### config.mk
export PLATFORM = sky130hd
export DESIGN_NAME = cpu_top
export DESIGN_NICKNAME = d
export VERILOG_FILES = /design/src/source/cpu_pkg.sv /design/src/source/alu.sv /design/src/source/regfile.sv /design/src/source/controller.sv /design/src/source/regwalls.sv /design/src/source/cpu_top.sv
export VERILOG_INCLUDE_DIRS = /design/src /design/src/include
export SDC_FILE = /design/constraint.sdc
export NUM_CORES = 2
export LEC_CHECK = 0
export BUFFER_PORTS_ARGS = -buffer_cell sky130_fd_sc_hd__buf_2
export CAP_MARGIN = 0
export CORE_MARGIN = 2
export CORE_UTILIZATION = 54
export CTS_CLUSTER_SIZE = 30
export DETAILED_ROUTE_END_ITERATION = 8
export GPL_ROUTABILITY_DRIVEN = 0
export PLACE_DENSITY = 0.77
export REMOVE_ABC_BUFFERS = 1
export SYNTH_ARGS = -nofsm -noshare
export SYNTH_HDL_FRONTEND = slang
export SYNTH_HIERARCHICAL = 1
export SYNTH_SLANG_ARGS = --single-unit
export TNS_END_PERCENT = 50
### constraint.sdc
create_clock -name clk -period 4.7 [get_ports clk]
set_clock_uncertainty 0.1 [all_clocks]
set_input_delay 0 -clock clk [delete_from_list [all_inputs] [get_ports clk]]
set_output_delay 0 -clock clk [all_outputs]
set_load 0.02 [all_outputs]
### src/include/cpu_cfg.svh
`ifndef CPU_CFG_SVH
`define CPU_CFG_SVH

// data path width
`define CPU_XLEN 32

// register file address, 32 registers
`define CPU_REG_AW 5

// instruction memory word address
`define CPU_IM_AW 10

// data memory word address
`define CPU_DM_AW 10

`endif

### src/source/cpu_pkg.sv
`include "cpu_cfg.svh"

package cpu_pkg;

	// primary opcode, top six bits of the word
	typedef enum logic [5:0] {
		alu_r = 6'd0,
		addi  = 6'd1,
		ori   = 6'd2,
		lw    = 6'd3,
		sw    = 6'd4
	} opcode_t;

	// function field of alu_r
	typedef enum logic [4:0] {
		add    = 5'd0,
		sub    = 5'd1,
		and_op = 5'd2,
		or_op  = 5'd3,
		xor_op = 5'd4
	} alu_fn_t;

	typedef struct packed {
		opcode_t                opcode;
		logic [`CPU_REG_AW-1:0] rt;
		logic [`CPU_REG_AW-1:0] ra;
		logic [`CPU_REG_AW-1:0] rb;
		logic [5:0]             unused;
		alu_fn_t                fn;
	} r_fmt_t;

	typedef struct packed {
		opcode_t                opcode;
		logic [`CPU_REG_AW-1:0] rt;
		logic [`CPU_REG_AW-1:0] ra;
		logic [15:0]            imm;
	} i_fmt_t;

	// all-zero word is add r0, r0, r0
	typedef union packed {
		r_fmt_t r_fmt;
		i_fmt_t i_fmt;
	} instr_u;

endpackage

### src/source/alu.sv
`timescale 1ns/1ps
`include "cpu_cfg.svh"

module alu (
	input  logic [`CPU_XLEN-1:0] src1,
	input  logic [`CPU_XLEN-1:0] rb_data,
	input  logic [`CPU_XLEN-1:0] imm_ext,
	input  logic                 use_imm,
	input  cpu_pkg::alu_fn_t     alu_fn,
	input  logic                 overflow_check,
	output logic [`CPU_XLEN-1:0] result,
	output logic                 overflow
);
	localparam int MSB = `CPU_XLEN - 1;

	logic [`CPU_XLEN-1:0] src2;
	logic [`CPU_XLEN-1:0] sum;
	logic [`CPU_XLEN-1:0] diff;
	logic                 add_ovf;
	logic                 sub_ovf;

	assign src2 = use_imm ? imm_ext : rb_data;
	assign sum  = src1 + src2;
	assign diff = src1 - src2;

	// same operand signs, result sign flipped
	assign add_ovf = (src1[MSB] == src2[MSB]) && (sum[MSB] != src1[MSB]);
	// operand signs differ, result takes sign of src2
	assign sub_ovf = (src1[MSB] != src2[MSB]) && (diff[MSB] != src1[MSB]);

	always_comb begin
		case (alu_fn)
			cpu_pkg::add:    result = sum;
			cpu_pkg::sub:    result = diff;
			cpu_pkg::and_op: result = src1 & src2;
			cpu_pkg::or_op:  result = src1 | src2;
			cpu_pkg::xor_op: result = src1 ^ src2;
			default:         result = '0;
		endcase
	end

	always_comb begin
		overflow = 1'b0;
		if (overflow_check) begin
			case (alu_fn)
				cpu_pkg::add: overflow = add_ovf;
				cpu_pkg::sub: overflow = sub_ovf;
				default:      overflow = 1'b0;
			endcase
		end
	end

endmodule

### src/source/regfile.sv
`timescale 1ns/1ps
`include "cpu_cfg.svh"

module regfile (
	input  logic                   clk,
	input  logic                   rst_n,
	input  logic [`CPU_REG_AW-1:0] ra_addr,
	input  logic [`CPU_REG_AW-1:0] rb_addr,
	input  logic [`CPU_REG_AW-1:0] rt_addr,
	input  logic [`CPU_REG_AW-1:0] write_addr,
	input  logic [`CPU_XLEN-1:0]   write_data,
	input  logic                   write_en,
	output logic [`CPU_XLEN-1:0]   ra_data,
	output logic [`CPU_XLEN-1:0]   rb_data,
	output logic [`CPU_XLEN-1:0]   rt_data
);
	localparam int NREGS = 1 << `CPU_REG_AW;

	logic [`CPU_XLEN-1:0] regs [0:NREGS-1];

	// r0 reads zero, a same-cycle write is passed through
	function automatic logic [`CPU_XLEN-1:0] read_port(input logic [`CPU_REG_AW-1:0] addr);
		logic [`CPU_XLEN-1:0] value;
		if (addr == '0)
			value = '0;
		else if (write_en && write_addr == addr)
			value = write_data;
		else
			value = regs[addr];
		return value;
	endfunction

	always_comb begin
		ra_data = read_port(ra_addr);
		rb_data = read_port(rb_addr);
		rt_data = read_port(rt_addr);
	end

	always_ff @(posedge clk or negedge rst_n) begin
		if (!rst_n) begin
			for (int i = 0; i < NREGS; i++) begin
				regs[i] <= '0;
			end
		end else if (write_en && write_addr != '0) begin
			regs[write_addr] <= write_data;
		end
	end

endmodule

### src/source/controller.sv
`timescale 1ns/1ps
`include "cpu_cfg.svh"

module controller (
	input  logic [31:0]            if_instruction,
	input  logic [`CPU_REG_AW-1:0] ex_rt,
	input  logic                   ex_reg_write,
	input  logic [`CPU_REG_AW-1:0] mem_rt,
	input  logic                   mem_reg_write,
	output logic [`CPU_REG_AW-1:0] ra_addr,
	output logic [`CPU_REG_AW-1:0] rb_addr,
	output logic [`CPU_REG_AW-1:0] rt_addr,
	output cpu_pkg::alu_fn_t       alu_fn,
	output logic                   use_imm,
	output logic [`CPU_XLEN-1:0]   imm_ext,
	output logic                   is_load,
	output logic                   is_store,
	output logic                   reg_write,
	output logic                   overflow_check,
	output logic                   stall
);
	cpu_pkg::instr_u        instr;
	logic                   fn_valid;
	logic [`CPU_REG_AW-1:0] store_src;
	logic                   ex_hit;
	logic                   mem_hit;

	assign instr = if_instruction;

	always_comb begin
		case (instr.r_fmt.fn)
			cpu_pkg::add, cpu_pkg::sub, cpu_pkg::and_op,
			cpu_pkg::or_op, cpu_pkg::xor_op: fn_valid = 1'b1;
			default:                         fn_valid = 1'b0;
		endcase
	end

	// ori zero extends, everything else sign extends
	assign imm_ext = (instr.i_fmt.opcode == cpu_pkg::ori) ?
		{{(`CPU_XLEN-16){1'b0}}, instr.i_fmt.imm} :
		{{(`CPU_XLEN-16){instr.i_fmt.imm[15]}}, instr.i_fmt.imm};

	always_comb begin
		ra_addr        = '0;
		rb_addr        = '0;
		rt_addr        = instr.r_fmt.rt;
		alu_fn         = cpu_pkg::add;
		use_imm        = 1'b0;
		is_load        = 1'b0;
		is_store       = 1'b0;
		reg_write      = 1'b0;
		overflow_check = 1'b0;
		case (instr.r_fmt.opcode)
			cpu_pkg::alu_r: begin
				// bad function code decodes as nop
				if (fn_valid) begin
					ra_addr        = instr.r_fmt.ra;
					rb_addr        = instr.r_fmt.rb;
					alu_fn         = instr.r_fmt.fn;
					reg_write      = 1'b1;
					overflow_check = (instr.r_fmt.fn == cpu_pkg::add) ||
						(instr.r_fmt.fn == cpu_pkg::sub);
				end
			end
			cpu_pkg::addi: begin
				ra_addr        = instr.i_fmt.ra;
				use_imm        = 1'b1;
				reg_write      = 1'b1;
				overflow_check = 1'b1;
			end
			cpu_pkg::ori: begin
				ra_addr   = instr.i_fmt.ra;
				alu_fn    = cpu_pkg::or_op;
				use_imm   = 1'b1;
				reg_write = 1'b1;
			end
			// address is ra + imm
			cpu_pkg::lw: begin
				ra_addr   = instr.i_fmt.ra;
				use_imm   = 1'b1;
				is_load   = 1'b1;
				reg_write = 1'b1;
			end
			cpu_pkg::sw: begin
				ra_addr  = instr.i_fmt.ra;
				use_imm  = 1'b1;
				is_store = 1'b1;
			end
			default: ;
		endcase
	end

	// store data comes from rt, so it is a source too
	assign store_src = is_store ? rt_addr : '0;

	assign ex_hit = ex_reg_write && (ex_rt != '0) &&
		(ex_rt == ra_addr || ex_rt == rb_addr || ex_rt == store_src);
	assign mem_hit = mem_reg_write && (mem_rt != '0) &&
		(mem_rt == ra_addr || mem_rt == rb_addr || mem_rt == store_src);

	assign stall = ex_hit | mem_hit;

endmodule

### src/source/regwalls.sv
`timescale 1ns/1ps
`include "cpu_cfg.svh"

module regwalls (
	input  logic                   clk,
	input  logic                   rst_n,
	input  logic                   stall,
	input  logic [31:0]            instruction,
	input  logic [`CPU_REG_AW-1:0] rt_addr,
	input  cpu_pkg::alu_fn_t       alu_fn,
	input  logic                   use_imm,
	input  logic [`CPU_XLEN-1:0]   imm_ext,
	input  logic                   is_load,
	input  logic                   is_store,
	input  logic                   reg_write,
	input  logic                   overflow_check,
	input  logic [`CPU_XLEN-1:0]   ra_data,
	input  logic [`CPU_XLEN-1:0]   rb_data,
	input  logic [`CPU_XLEN-1:0]   rt_data,
	input  logic [`CPU_XLEN-1:0]   alu_result,
	input  logic                   alu_overflow_in,
	input  logic [`CPU_XLEN-1:0]   dm_out,
	output logic [`CPU_IM_AW-1:0]  im_address,
	output logic [31:0]            if_instruction,
	output logic [`CPU_XLEN-1:0]   ex_ra_data,
	output logic [`CPU_XLEN-1:0]   ex_rb_data,
	output logic [`CPU_XLEN-1:0]   ex_imm_ext,
	output logic                   ex_use_imm,
	output cpu_pkg::alu_fn_t       ex_alu_fn,
	output logic                   ex_overflow_check,
	output logic [`CPU_REG_AW-1:0] ex_rt,
	output logic                   ex_reg_write,
	output logic [`CPU_REG_AW-1:0] mem_rt,
	output logic                   mem_reg_write,
	output logic                   dm_read,
	output logic                   dm_write,
	output logic [`CPU_DM_AW-1:0]  dm_address,
	output logic [`CPU_XLEN-1:0]   dm_in,
	output logic [`CPU_REG_AW-1:0] write_addr,
	output logic [`CPU_XLEN-1:0]   write_data,
	output logic                   write_en,
	output logic                   alu_overflow
);
	logic [`CPU_XLEN-1:0] ex_rt_data;
	logic                 ex_is_load;
	logic                 ex_is_store;
	logic [`CPU_XLEN-1:0] mem_result;

	// pc and IF/ID, both hold on stall
	always_ff @(posedge clk or negedge rst_n) begin
		if (!rst_n) begin
			im_address     <= '0;
			if_instruction <= '0;
		end else if (!stall) begin
			im_address     <= im_address + 1'b1;
			if_instruction <= instruction;
		end
	end

	// ID/EX, control cleared on stall to form a bubble
	always_ff @(posedge clk or negedge rst_n) begin
		if (!rst_n) begin
			ex_ra_data        <= '0;
			ex_rb_data        <= '0;
			ex_rt_data        <= '0;
			ex_imm_ext        <= '0;
			ex_use_imm        <= 1'b0;
			ex_alu_fn         <= cpu_pkg::add;
			ex_rt             <= '0;
			ex_reg_write      <= 1'b0;
			ex_is_load        <= 1'b0;
			ex_is_store       <= 1'b0;
			ex_overflow_check <= 1'b0;
		end else begin
			ex_ra_data        <= ra_data;
			ex_rb_data        <= rb_data;
			ex_rt_data        <= rt_data;
			ex_imm_ext        <= imm_ext;
			ex_use_imm        <= use_imm;
			ex_alu_fn         <= alu_fn;
			ex_rt             <= rt_addr;
			ex_reg_write      <= reg_write & ~stall;
			ex_is_load        <= is_load & ~stall;
			ex_is_store       <= is_store & ~stall;
			ex_overflow_check <= overflow_check & ~stall;
		end
	end

	// EX/MEM and the sticky overflow flag
	always_ff @(posedge clk or negedge rst_n) begin
		if (!rst_n) begin
			mem_result    <= '0;
			mem_rt        <= '0;
			mem_reg_write <= 1'b0;
			dm_read       <= 1'b0;
			dm_write      <= 1'b0;
			dm_in         <= '0;
			alu_overflow  <= 1'b0;
		end else begin
			mem_result    <= alu_result;
			mem_rt        <= ex_rt;
			mem_reg_write <= ex_reg_write;
			dm_read       <= ex_is_load;
			dm_write      <= ex_is_store;
			dm_in         <= ex_rt_data;
			if (alu_overflow_in)
				alu_overflow <= 1'b1;
		end
	end

	// result is already a word address
	assign dm_address = mem_result[`CPU_DM_AW-1:0];

	// MEM/WB, load data only valid during the read cycle
	always_ff @(posedge clk or negedge rst_n) begin
		if (!rst_n) begin
			write_addr <= '0;
			write_data <= '0;
			write_en   <= 1'b0;
		end else begin
			write_addr <= mem_rt;
			write_data <= dm_read ? dm_out : mem_result;
			write_en   <= mem_reg_write;
		end
	end

endmodule

### src/source/cpu_top.sv
`timescale 1ns/1ps
`include "cpu_cfg.svh"

module cpu_top (
	input  logic                  clk,
	input  logic                  rst_n,
	input  logic [31:0]           instruction,
	input  logic [`CPU_XLEN-1:0]  dm_out,
	output logic [`CPU_IM_AW-1:0] im_address,
	output logic                  dm_read,
	output logic                  dm_write,
	output logic [`CPU_DM_AW-1:0] dm_address,
	output logic [`CPU_XLEN-1:0]  dm_in,
	output logic                  alu_overflow
);
	// decode stage
	logic [31:0]            if_instruction;
	logic [`CPU_REG_AW-1:0] ra_addr;
	logic [`CPU_REG_AW-1:0] rb_addr;
	logic [`CPU_REG_AW-1:0] rt_addr;
	cpu_pkg::alu_fn_t       alu_fn;
	logic                   use_imm;
	logic [`CPU_XLEN-1:0]   imm_ext;
	logic                   is_load;
	logic                   is_store;
	logic                   reg_write;
	logic                   overflow_check;
	logic                   stall;
	logic [`CPU_XLEN-1:0]   ra_data;
	logic [`CPU_XLEN-1:0]   rb_data;
	logic [`CPU_XLEN-1:0]   rt_data;

	// execute stage
	logic [`CPU_XLEN-1:0]   ex_ra_data;
	logic [`CPU_XLEN-1:0]   ex_rb_data;
	logic [`CPU_XLEN-1:0]   ex_imm_ext;
	logic                   ex_use_imm;
	cpu_pkg::alu_fn_t       ex_alu_fn;
	logic                   ex_overflow_check;
	logic [`CPU_REG_AW-1:0] ex_rt;
	logic                   ex_reg_write;
	logic [`CPU_XLEN-1:0]   alu_result;
	logic                   alu_overflow_ex;

	// memory and write-back
	logic [`CPU_REG_AW-1:0] mem_rt;
	logic                   mem_reg_write;
	logic [`CPU_REG_AW-1:0] write_addr;
	logic [`CPU_XLEN-1:0]   write_data;
	logic                   write_en;

	controller i_controller (
		.if_instruction (if_instruction),
		.ex_rt          (ex_rt),
		.ex_reg_write   (ex_reg_write),
		.mem_rt         (mem_rt),
		.mem_reg_write  (mem_reg_write),
		.ra_addr        (ra_addr),
		.rb_addr        (rb_addr),
		.rt_addr        (rt_addr),
		.alu_fn         (alu_fn),
		.use_imm        (use_imm),
		.imm_ext        (imm_ext),
		.is_load        (is_load),
		.is_store       (is_store),
		.reg_write      (reg_write),
		.overflow_check (overflow_check),
		.stall          (stall)
	);

	regfile i_regfile (
		.clk        (clk),
		.rst_n      (rst_n),
		.ra_addr    (ra_addr),
		.rb_addr    (rb_addr),
		.rt_addr    (rt_addr),
		.write_addr (write_addr),
		.write_data (write_data),
		.write_en   (write_en),
		.ra_data    (ra_data),
		.rb_data    (rb_data),
		.rt_data    (rt_data)
	);

	alu i_alu (
		.src1           (ex_ra_data),
		.rb_data        (ex_rb_data),
		.imm_ext        (ex_imm_ext),
		.use_imm        (ex_use_imm),
		.alu_fn         (ex_alu_fn),
		.overflow_check (ex_overflow_check),
		.result         (alu_result),
		.overflow       (alu_overflow_ex)
	);

	regwalls i_regwalls (
		.clk               (clk),
		.rst_n             (rst_n),
		.stall             (stall),
		.instruction       (instruction),
		.rt_addr           (rt_addr),
		.alu_fn            (alu_fn),
		.use_imm           (use_imm),
		.imm_ext           (imm_ext),
		.is_load           (is_load),
		.is_store          (is_store),
		.reg_write         (reg_write),
		.overflow_check    (overflow_check),
		.ra_data           (ra_data),
		.rb_data           (rb_data),
		.rt_data           (rt_data),
		.alu_result        (alu_result),
		.alu_overflow_in   (alu_overflow_ex),
		.dm_out            (dm_out),
		.im_address        (im_address),
		.if_instruction    (if_instruction),
		.ex_ra_data        (ex_ra_data),
		.ex_rb_data        (ex_rb_data),
		.ex_imm_ext        (ex_imm_ext),
		.ex_use_imm        (ex_use_imm),
		.ex_alu_fn         (ex_alu_fn),
		.ex_overflow_check (ex_overflow_check),
		.ex_rt             (ex_rt),
		.ex_reg_write      (ex_reg_write),
		.mem_rt            (mem_rt),
		.mem_reg_write     (mem_reg_write),
		.dm_read           (dm_read),
		.dm_write          (dm_write),
		.dm_address        (dm_address),
		.dm_in             (dm_in),
		.write_addr        (write_addr),
		.write_data        (write_data),
		.write_en          (write_en),
		.alu_overflow      (alu_overflow)
	);

endmodule

== Yosys cells after proc, flatten, opt, wreduce, memory -nomap -nowiden ==
Index checks and enable logic that the tools add are counted.

* Add/subtract/negate cells: 3
* Magnitude comparators: 5
* Equality and inequality tests: 25
* Mux-type cells: 39
* Bitwise gates (word level): 13
* Reduce and logical (&&, ||, !) cells: 28

{| class="wikitable"
|+ Operator list
! cell !! number
|-
| $bwmux W1024 || 1
|-
| $mux W32 || 16
|-
| $bmux W32 S5 || 3
|-
| $demux W32 S5 || 1
|-
| $pmux W32 S5 || 1
|-
| $eq A5 B5 Y1 || 9
|-
| $add A32 B32 Y32 || 1
|-
| $and A32 B32 Y32 || 1
|-
| $or A32 B32 Y32 || 1
|-
| $sub A32 B32 Y32 || 1
|-
| $xor A32 B32 Y32 || 1
|-
| $logic_not A5 Y1 || 5
|-
| $mux W5 || 5
|-
| $ge A6 B6 Y1 const B || 4
|-
| $not A5 Y6 || 4
|-
| $eq A5 B2 Y1 const B || 4
|-
| $pmux W5 S2 || 2
|-
| $reduce_bool A5 Y1 || 3
|-
| $eq A6 B2 Y1 const B || 2
|-
| $logic_and A1 B1 Y1 || 11
|-
| $add A10 B1 Y10 const B || 1
|-
| $eq A5 B1 Y1 const B || 2
|-
| $eq A5 B3 Y1 const B || 2
|-
| $mux W1 || 7
|-
| other kinds (14) || 25
|}

* Register bits: 1320
* Bits of input ports: 66
* Output and inout port bits: 55
* Logic and storage cells: 168

== Longest topological paths before layout ==
* Depth after elaboration: 12
* Mapped depth: 15
* Gate-level depth less buffers: 14

== Hierarchy ==
Netlist, hierarchy kept.

{| class="wikitable"
|+ Modules (own cells, without submodules)
! module !! times used !! cells each !! area an instance (um^2) !! sequential area each (um^2)
|-
| regfile || 1 || 4643 || 63647.3 || 25624.6
|-
| regwalls || 1 || 408 || 8478.1 || 7407.1
|-
| alu || 1 || 861 || 5724.2 || 0.0
|-
| controller || 1 || 181 || 1242.4 || 0.0
|}

== Least setup slack after synthesis ==
OpenSTA, ideal clock, no wires.

* Path type: flip-flop to flip-flop
* Start: register i_regwalls.ex_use_imm
* End: register i_regwalls.alu_overflow
* Library setup time: 0.127 ns
* Data arrival time: 3.621 ns
* Data required time: 4.473 ns
* Setup slack: 0.852 ns
* Stages on the path, launching flop included: 15
* Path buffers: 2
* Period minus slack after synthesis: 3.848 ns
* Path through: dfrtp_1 -> clkbuf_1 -> buf_1 -> mux2i_1 -> ha_1 -> o21bai_1 -> o211ai_1 -> a2111oi_4 -> nor3_2 -> o31ai_2 -> o21ai_0 -> xnor2_1 -> o32ai_1 -> a41o_1 -> or2_2

* Word-level cells in the longest chain between the ends: 6
* Elaborated cells between the ends (all ways): 11
* Those cells by class: 2 x add/sub; 4 x eq/ne; 3 x mux; 2 x reduce/logical

{| class="wikitable"
|+ RTL lines
! what !! line !! text
|-
| start, declared || regwalls.sv:28 || <nowiki>output logic ex_use_imm,</nowiki>
|-
| start signal, assigned || regwalls.sv:79 || <nowiki>ex_use_imm <= use_imm;</nowiki>
|-
| $mux W32 (*) || alu.sv:22 || <nowiki>assign src2 = use_imm ? imm_ext : rb_data;</nowiki>
|-
| $sub A32 B32 Y32 or $add A32 B32 Y32 (tied branches) || alu.sv:24, alu.sv:23 ||
|-
| $ne A1 B1 Y1 (on tied branches) || alu.sv:29, alu.sv:27 ||
|-
| $logic_and A1 B1 Y1 (on tied branches) || alu.sv:29, alu.sv:27 ||
|-
| $pmux W1 S2 (*) || alu.sv:45 || <nowiki>case (alu_fn)</nowiki>
|-
| $mux W1 (*) || alu.sv:44 || <nowiki>if (overflow_check) begin</nowiki>
|-
| via alu_overflow_ex || cpu_top.sv:43 || <nowiki>logic alu_overflow_ex;</nowiki>
|-
| end signal, assigned || regwalls.sv:98 || <nowiki>alu_overflow <= 1'b0;</nowiki>
|-
| end signal, assigned || regwalls.sv:107 || <nowiki>alu_overflow <= 1'b1;</nowiki>
|-
| end, declared || regwalls.sv:42 || <nowiki>output logic alu_overflow</nowiki>
|}

The timed path passes the listed nets; every way through them passes the cells marked *.
A chain may end at the register's enable or synchronous reset.

== Worst setup path after layout ==
* Start: register i_regwalls.ex_use_imm
* End: register i_regwalls.mem_result[18]

* Word-level cells in the longest chain between the ends: 3
* Elaborated cells between the ends (all ways): 7
* Those cells by class: 2 x add/sub; 2 x mux; 3 x bitwise

{| class="wikitable"
|+ RTL lines
! what !! line !! text
|-
| $mux W32 (*) || alu.sv:22 ||
|-
| $sub A32 B32 Y32, or another cell as far along || alu.sv:24 || <nowiki>assign diff = src1 - src2;</nowiki>
|-
| $pmux W32 S5 (*) || alu.sv:32 || <nowiki>case (alu_fn)</nowiki>
|-
| via alu_result[18] || cpu_top.sv:42 || <nowiki>logic [`CPU_XLEN-1:0] alu_result;</nowiki>
|-
| end signal, assigned || regwalls.sv:100 || <nowiki>mem_result <= alu_result;</nowiki>
|-
| end, declared || regwalls.sv:47 || <nowiki>logic [`CPU_XLEN-1:0] mem_result;</nowiki>
|}

Marks and branches as above.

==> insert_results.sql <==
INSERT INTO impl_metrics (metric_group, metric, value, unit) VALUES
('synth', 'synth_edf_count', '0', ''),
('clock_network', 'cts_max_path_buffers', '3', ''),
('global_route', 'remaining_global_route_overflow', '0', ''),
('detailed_routing', 'detail_route.iter0.violations', '9850', ''),
('global_route', 'antenna_violations_before_repair', '18', ''),
('floorplan', 'ios', '121', ''),
('pwr', 'internal-power', '19.1', 'mW'),
('place', 'placement.io_buffers', '120', ''),
('setup_path', 'worst_path_max_delay_cell', 'sky130_fd_sc_hd__dfrtp_2', ''),
('sta', 'fin_setup_tns', '0', 'ns'),
('detailed_routing', 'drt_pre_antenna_iters', '9', ''),
('pwr', 'power_frac_seq', '45.9', '%'),
('synth', 'synth-xor-area-share', '0.598', '%'),
('finish', 'synthToLayoutAreaGrowth', '11.3', '%'),
('sta', 'timing.final.crit_period', '4.52', 'ns'),
('sta', 'timing.final.setup_violations', '0', ''),
('place', 'place.detailed.hpwl', '183000', 'um'),
('detailed_routing', 'vias', '61000', ''),
('clock_network', 'cts_repair_resize_count', '0', ''),
('pwr', 'power-per-cell-area', '291', 'mW/mm^2'),
('setup_path', 'worstSetupStartpointType', 'register', ''),
('synth', 'cells_after_synthesis', '6093', ''),
('hold_path', 'hold_path.class', 'in -> reg', ''),
('clock_network', 'tritoncts', 'built', ''),
('sta', 'drv_slew', '0', ''),
('detailed_routing', 'routed_wl', '293000', 'um'),
('synth', 'yosys_warnings', '6', ''),
('floorplan', 'floorplan.die_area', '0.150', 'sq mm'),
('detailed_routing', 'wl_per_cell', '36.0', 'um'),
('pwr', 'p_total', '25.6', 'mW'),
('clock_network', 'clock_latency', '0.84', 'ns'),
('finish', 'most-common-layout-cells', 'sky130_fd_sc_hd__dfrtp_1, sky130_fd_sc_hd__mux2_2, sky130_fd_sc_hd__mux4_2', ''),
('pwr', 'leakagePower', '38.3', 'nW'),
('synth', 'ys_seq_elements', '1320', ''),
('pwr', 'p_clk_share', '46.7', '%'),
('synth', 'post_synth_fa_ha_maj_area_fraction', '1.89', '%'),
('synth', 'synth_top_family_by_area', 'multiplexers', ''),
('setup_path', 'worst-endpoint-required', '5.26', 'ns'),
('finish', 'final_common_cell', 'sky130_fd_sc_hd__dfrtp_1', ''),
('floorplan', 'core_area', '0.146', 'sq mm'),
('sta', 'holdWs', '0.0724', 'ns'),
('sta', 'period_share', '96.2', '%'),
('pwr', 'portion_of_total_power_attributed_to_combinational_logic', '7.4', '%'),
('floorplan', 'rows', '140', ''),
('synth', 'dominantRegCellSynth', 'sky130_fd_sc_hd__dfrtp_1', ''),
('finish', 'design.final.nets', '6273', ''),
('global_route', 'grt_first_pass_wirelength', '422000', 'um'),
('synth', 'post_synth_instance_area', '0.0791', 'sq mm'),
('clock_network', 'clkSlewWorstSetupHoldPaths', '0.06', 'ns'),
('setup_path', 'worst-path-max-fanout', '13', ''),
('sta', 'fmax', '221', 'MHz'),
('outcome', 'outcome', 'completed', ''),
('sta', 'timing_worst_slew_pin_value', '1.42', 'ns'),
('clock_network', 'cts-root-buf', 'sky130_fd_sc_hd__clkbuf_16', ''),
('finish', 'instances_no_fill', '8131', ''),
('detailed_routing', 'detail_route_antenna_nets', '0', ''),
('place', 'place.detailed.instances', '7734', ''),
('setup_path', 'critical_path.endpoint_type', 'register', ''),
('setup_path', 'path_class', 'reg -> reg', ''),
('synth', 'netlist-cell-type-count', '98', ''),
('synth', 'yosys.area_share.simple', '4.36', '%'),
('flow_run', 'drv_cap', '0', ''),
('synth', 'post_synthesis_sequential_area_ratio', '41.8', '%'),
('global_route', 'groute.usage.overall', '38.7', '%'),
('synth', 'post_synth.cell_area_avg', '13.0', 'sq um'),
('detailed_routing', 'drc_violations_left', '0', ''),
('sta', 'setup_repair_after_global_routing_missed_its_margin', 'no', ''),
('sta', 'worst_slew_margin_rel', '5.00', '%'),
('detailed_routing', 'viasPerCell', '7.50', ''),
('floorplan', 'overall_die_height', '387', 'um'),
('synth', 'muxShareOfSynthArea', '37.4', '%');
[cell families after synthesis]
logic type,Yosys count
mux,2114
flops,1320
compound gates,1028
buf+inv,769
simple gates,689
fa+ha+maj,118
xor+xnor,54
other cells,1
[registers in the layout, indices dropped and copies added, names as in the netlist, 10 cells and up]
signal / count
i_regwalls/if_instruction: 32
i_regwalls/ex_imm_ext: 32
i_regfile/regs: 1024
i_regwalls/write_data: 32
i_regwalls/dm_in: 32
i_regwalls/ex_rb_data: 32
i_regwalls/im_address: 10
i_regwalls/mem_result: 32
i_regwalls/ex_ra_data: 32
i_regwalls/ex_rt_data: 32
[tightest hold or removal path, delay by kind of cell]
family | cells | cell delay [ns]
buf+inv | 2 | 0.63
mux | 1 | 0.29
[routing by layer]
| metal | global-route usage (%) | share of wire, % | vias up |
|---|---|---|---|
| li1 | - | - | 23400 |
| met1 | 47.2 | 34 | 30900 |
| met2 | 53.3 | 41 | 5172 |
| met3 | 17.8 | 16 | 1580 |
| met4 | 28.9 | 9.0 | 32 |
| met5 | 1.18 | 0.12 | - |
[synthesized netlist by cell type, types with 40 or more instances]
master                        n  share of area, %
sky130_fd_sc_hd__mux2_2    1016                14
sky130_fd_sc_hd__a22oi_1    275               2.6
sky130_fd_sc_hd__buf_4       93              0.88
sky130_fd_sc_hd__o21ai_0    109              0.69
sky130_fd_sc_hd__nand3_1     59              0.37
sky130_fd_sc_hd__mux4_2     566                16
sky130_fd_sc_hd__xnor2_1     44              0.49
sky130_fd_sc_hd__buf_2      137              0.87
sky130_fd_sc_hd__mux2i_1    481               6.1
sky130_fd_sc_hd__inv_1      111              0.53
sky130_fd_sc_hd__a31oi_1     40              0.32
sky130_fd_sc_hd__nand2_1    225               1.1
sky130_fd_sc_hd__ha_1       116               1.8
sky130_fd_sc_hd__clkbuf_1   318               1.5
sky130_fd_sc_hd__o22ai_1     41              0.32
sky130_fd_sc_hd__buf_1       66              0.31
sky130_fd_sc_hd__dfrtp_1   1320                42
sky130_fd_sc_hd__a21oi_1    177               1.1
sky130_fd_sc_hd__o211ai_1    65              0.62
sky130_fd_sc_hd__nor2_1     152              0.72
sky130_fd_sc_hd__mux2_1      50              0.71
sky130_fd_sc_hd__nor2b_1     41              0.32
[power groups by stage]
stage / sequential (mW) / clock, mW / combinational (mW)
after floorplan: 12.0 / 0 / 0.897
after global placement: 11.9 / 0 / 1.72
after detailed placement: 11.9 / 0 / 1.74
after CTS: 11.7 / 12.0 / 1.84
after global routing: 11.8 / 12.5 / 1.98
final: 11.8 / 11.9 / 1.90
[area by class of cell]
type	count	area [sq um]
well taps	1917	2400
flip-flops and latches	1320	33000
diodes	7	17.5
clock inverters	57	692
fillers	10800	57500
repair buffers	504	4500
clock buffers	206	4270
inverters	115	443
multi-input cells	4005	42700
[timing repair]
| item | 4_1_cts | 5_1_grt |
|---|---|---|
| hold endpoints to repair | 501 | 0 |
| setup buffers | 0 | 0 |
| hold buffers | 127 | 0 |
[per-stage QoR]
step	setup WS (ns)	instance area, sq um
floorplan	-11.23	75800
global placement	0.476	81800
detailed placement	0.546	81800
CTS	0.534	88000
global route	0.214	88000
finish	0.180	88100
[path summary, 6_finish.rpt]
path                                     startpoint                   endpoint  slack [ns]  cells after the start
hold / removal                           dm_out[24]  i_regwalls/write_data[24]        0.07                      3
hold reg to reg            i_regwalls/ex_rt_data[3]        i_regwalls/dm_in[3]        0.24                      0
max in group asynchronous                     rst_n        i_regfile/regs[762]        3.15                      4
min in group asynchronous                     rst_n        i_regfile/regs[540]        0.47                      4
setup reg to reg              i_regwalls/ex_use_imm  i_regwalls/mem_result[18]        0.18                     11
setup / recovery              i_regwalls/ex_use_imm  i_regwalls/mem_result[18]        0.18                     11
(Power assumes the default switching activity.)
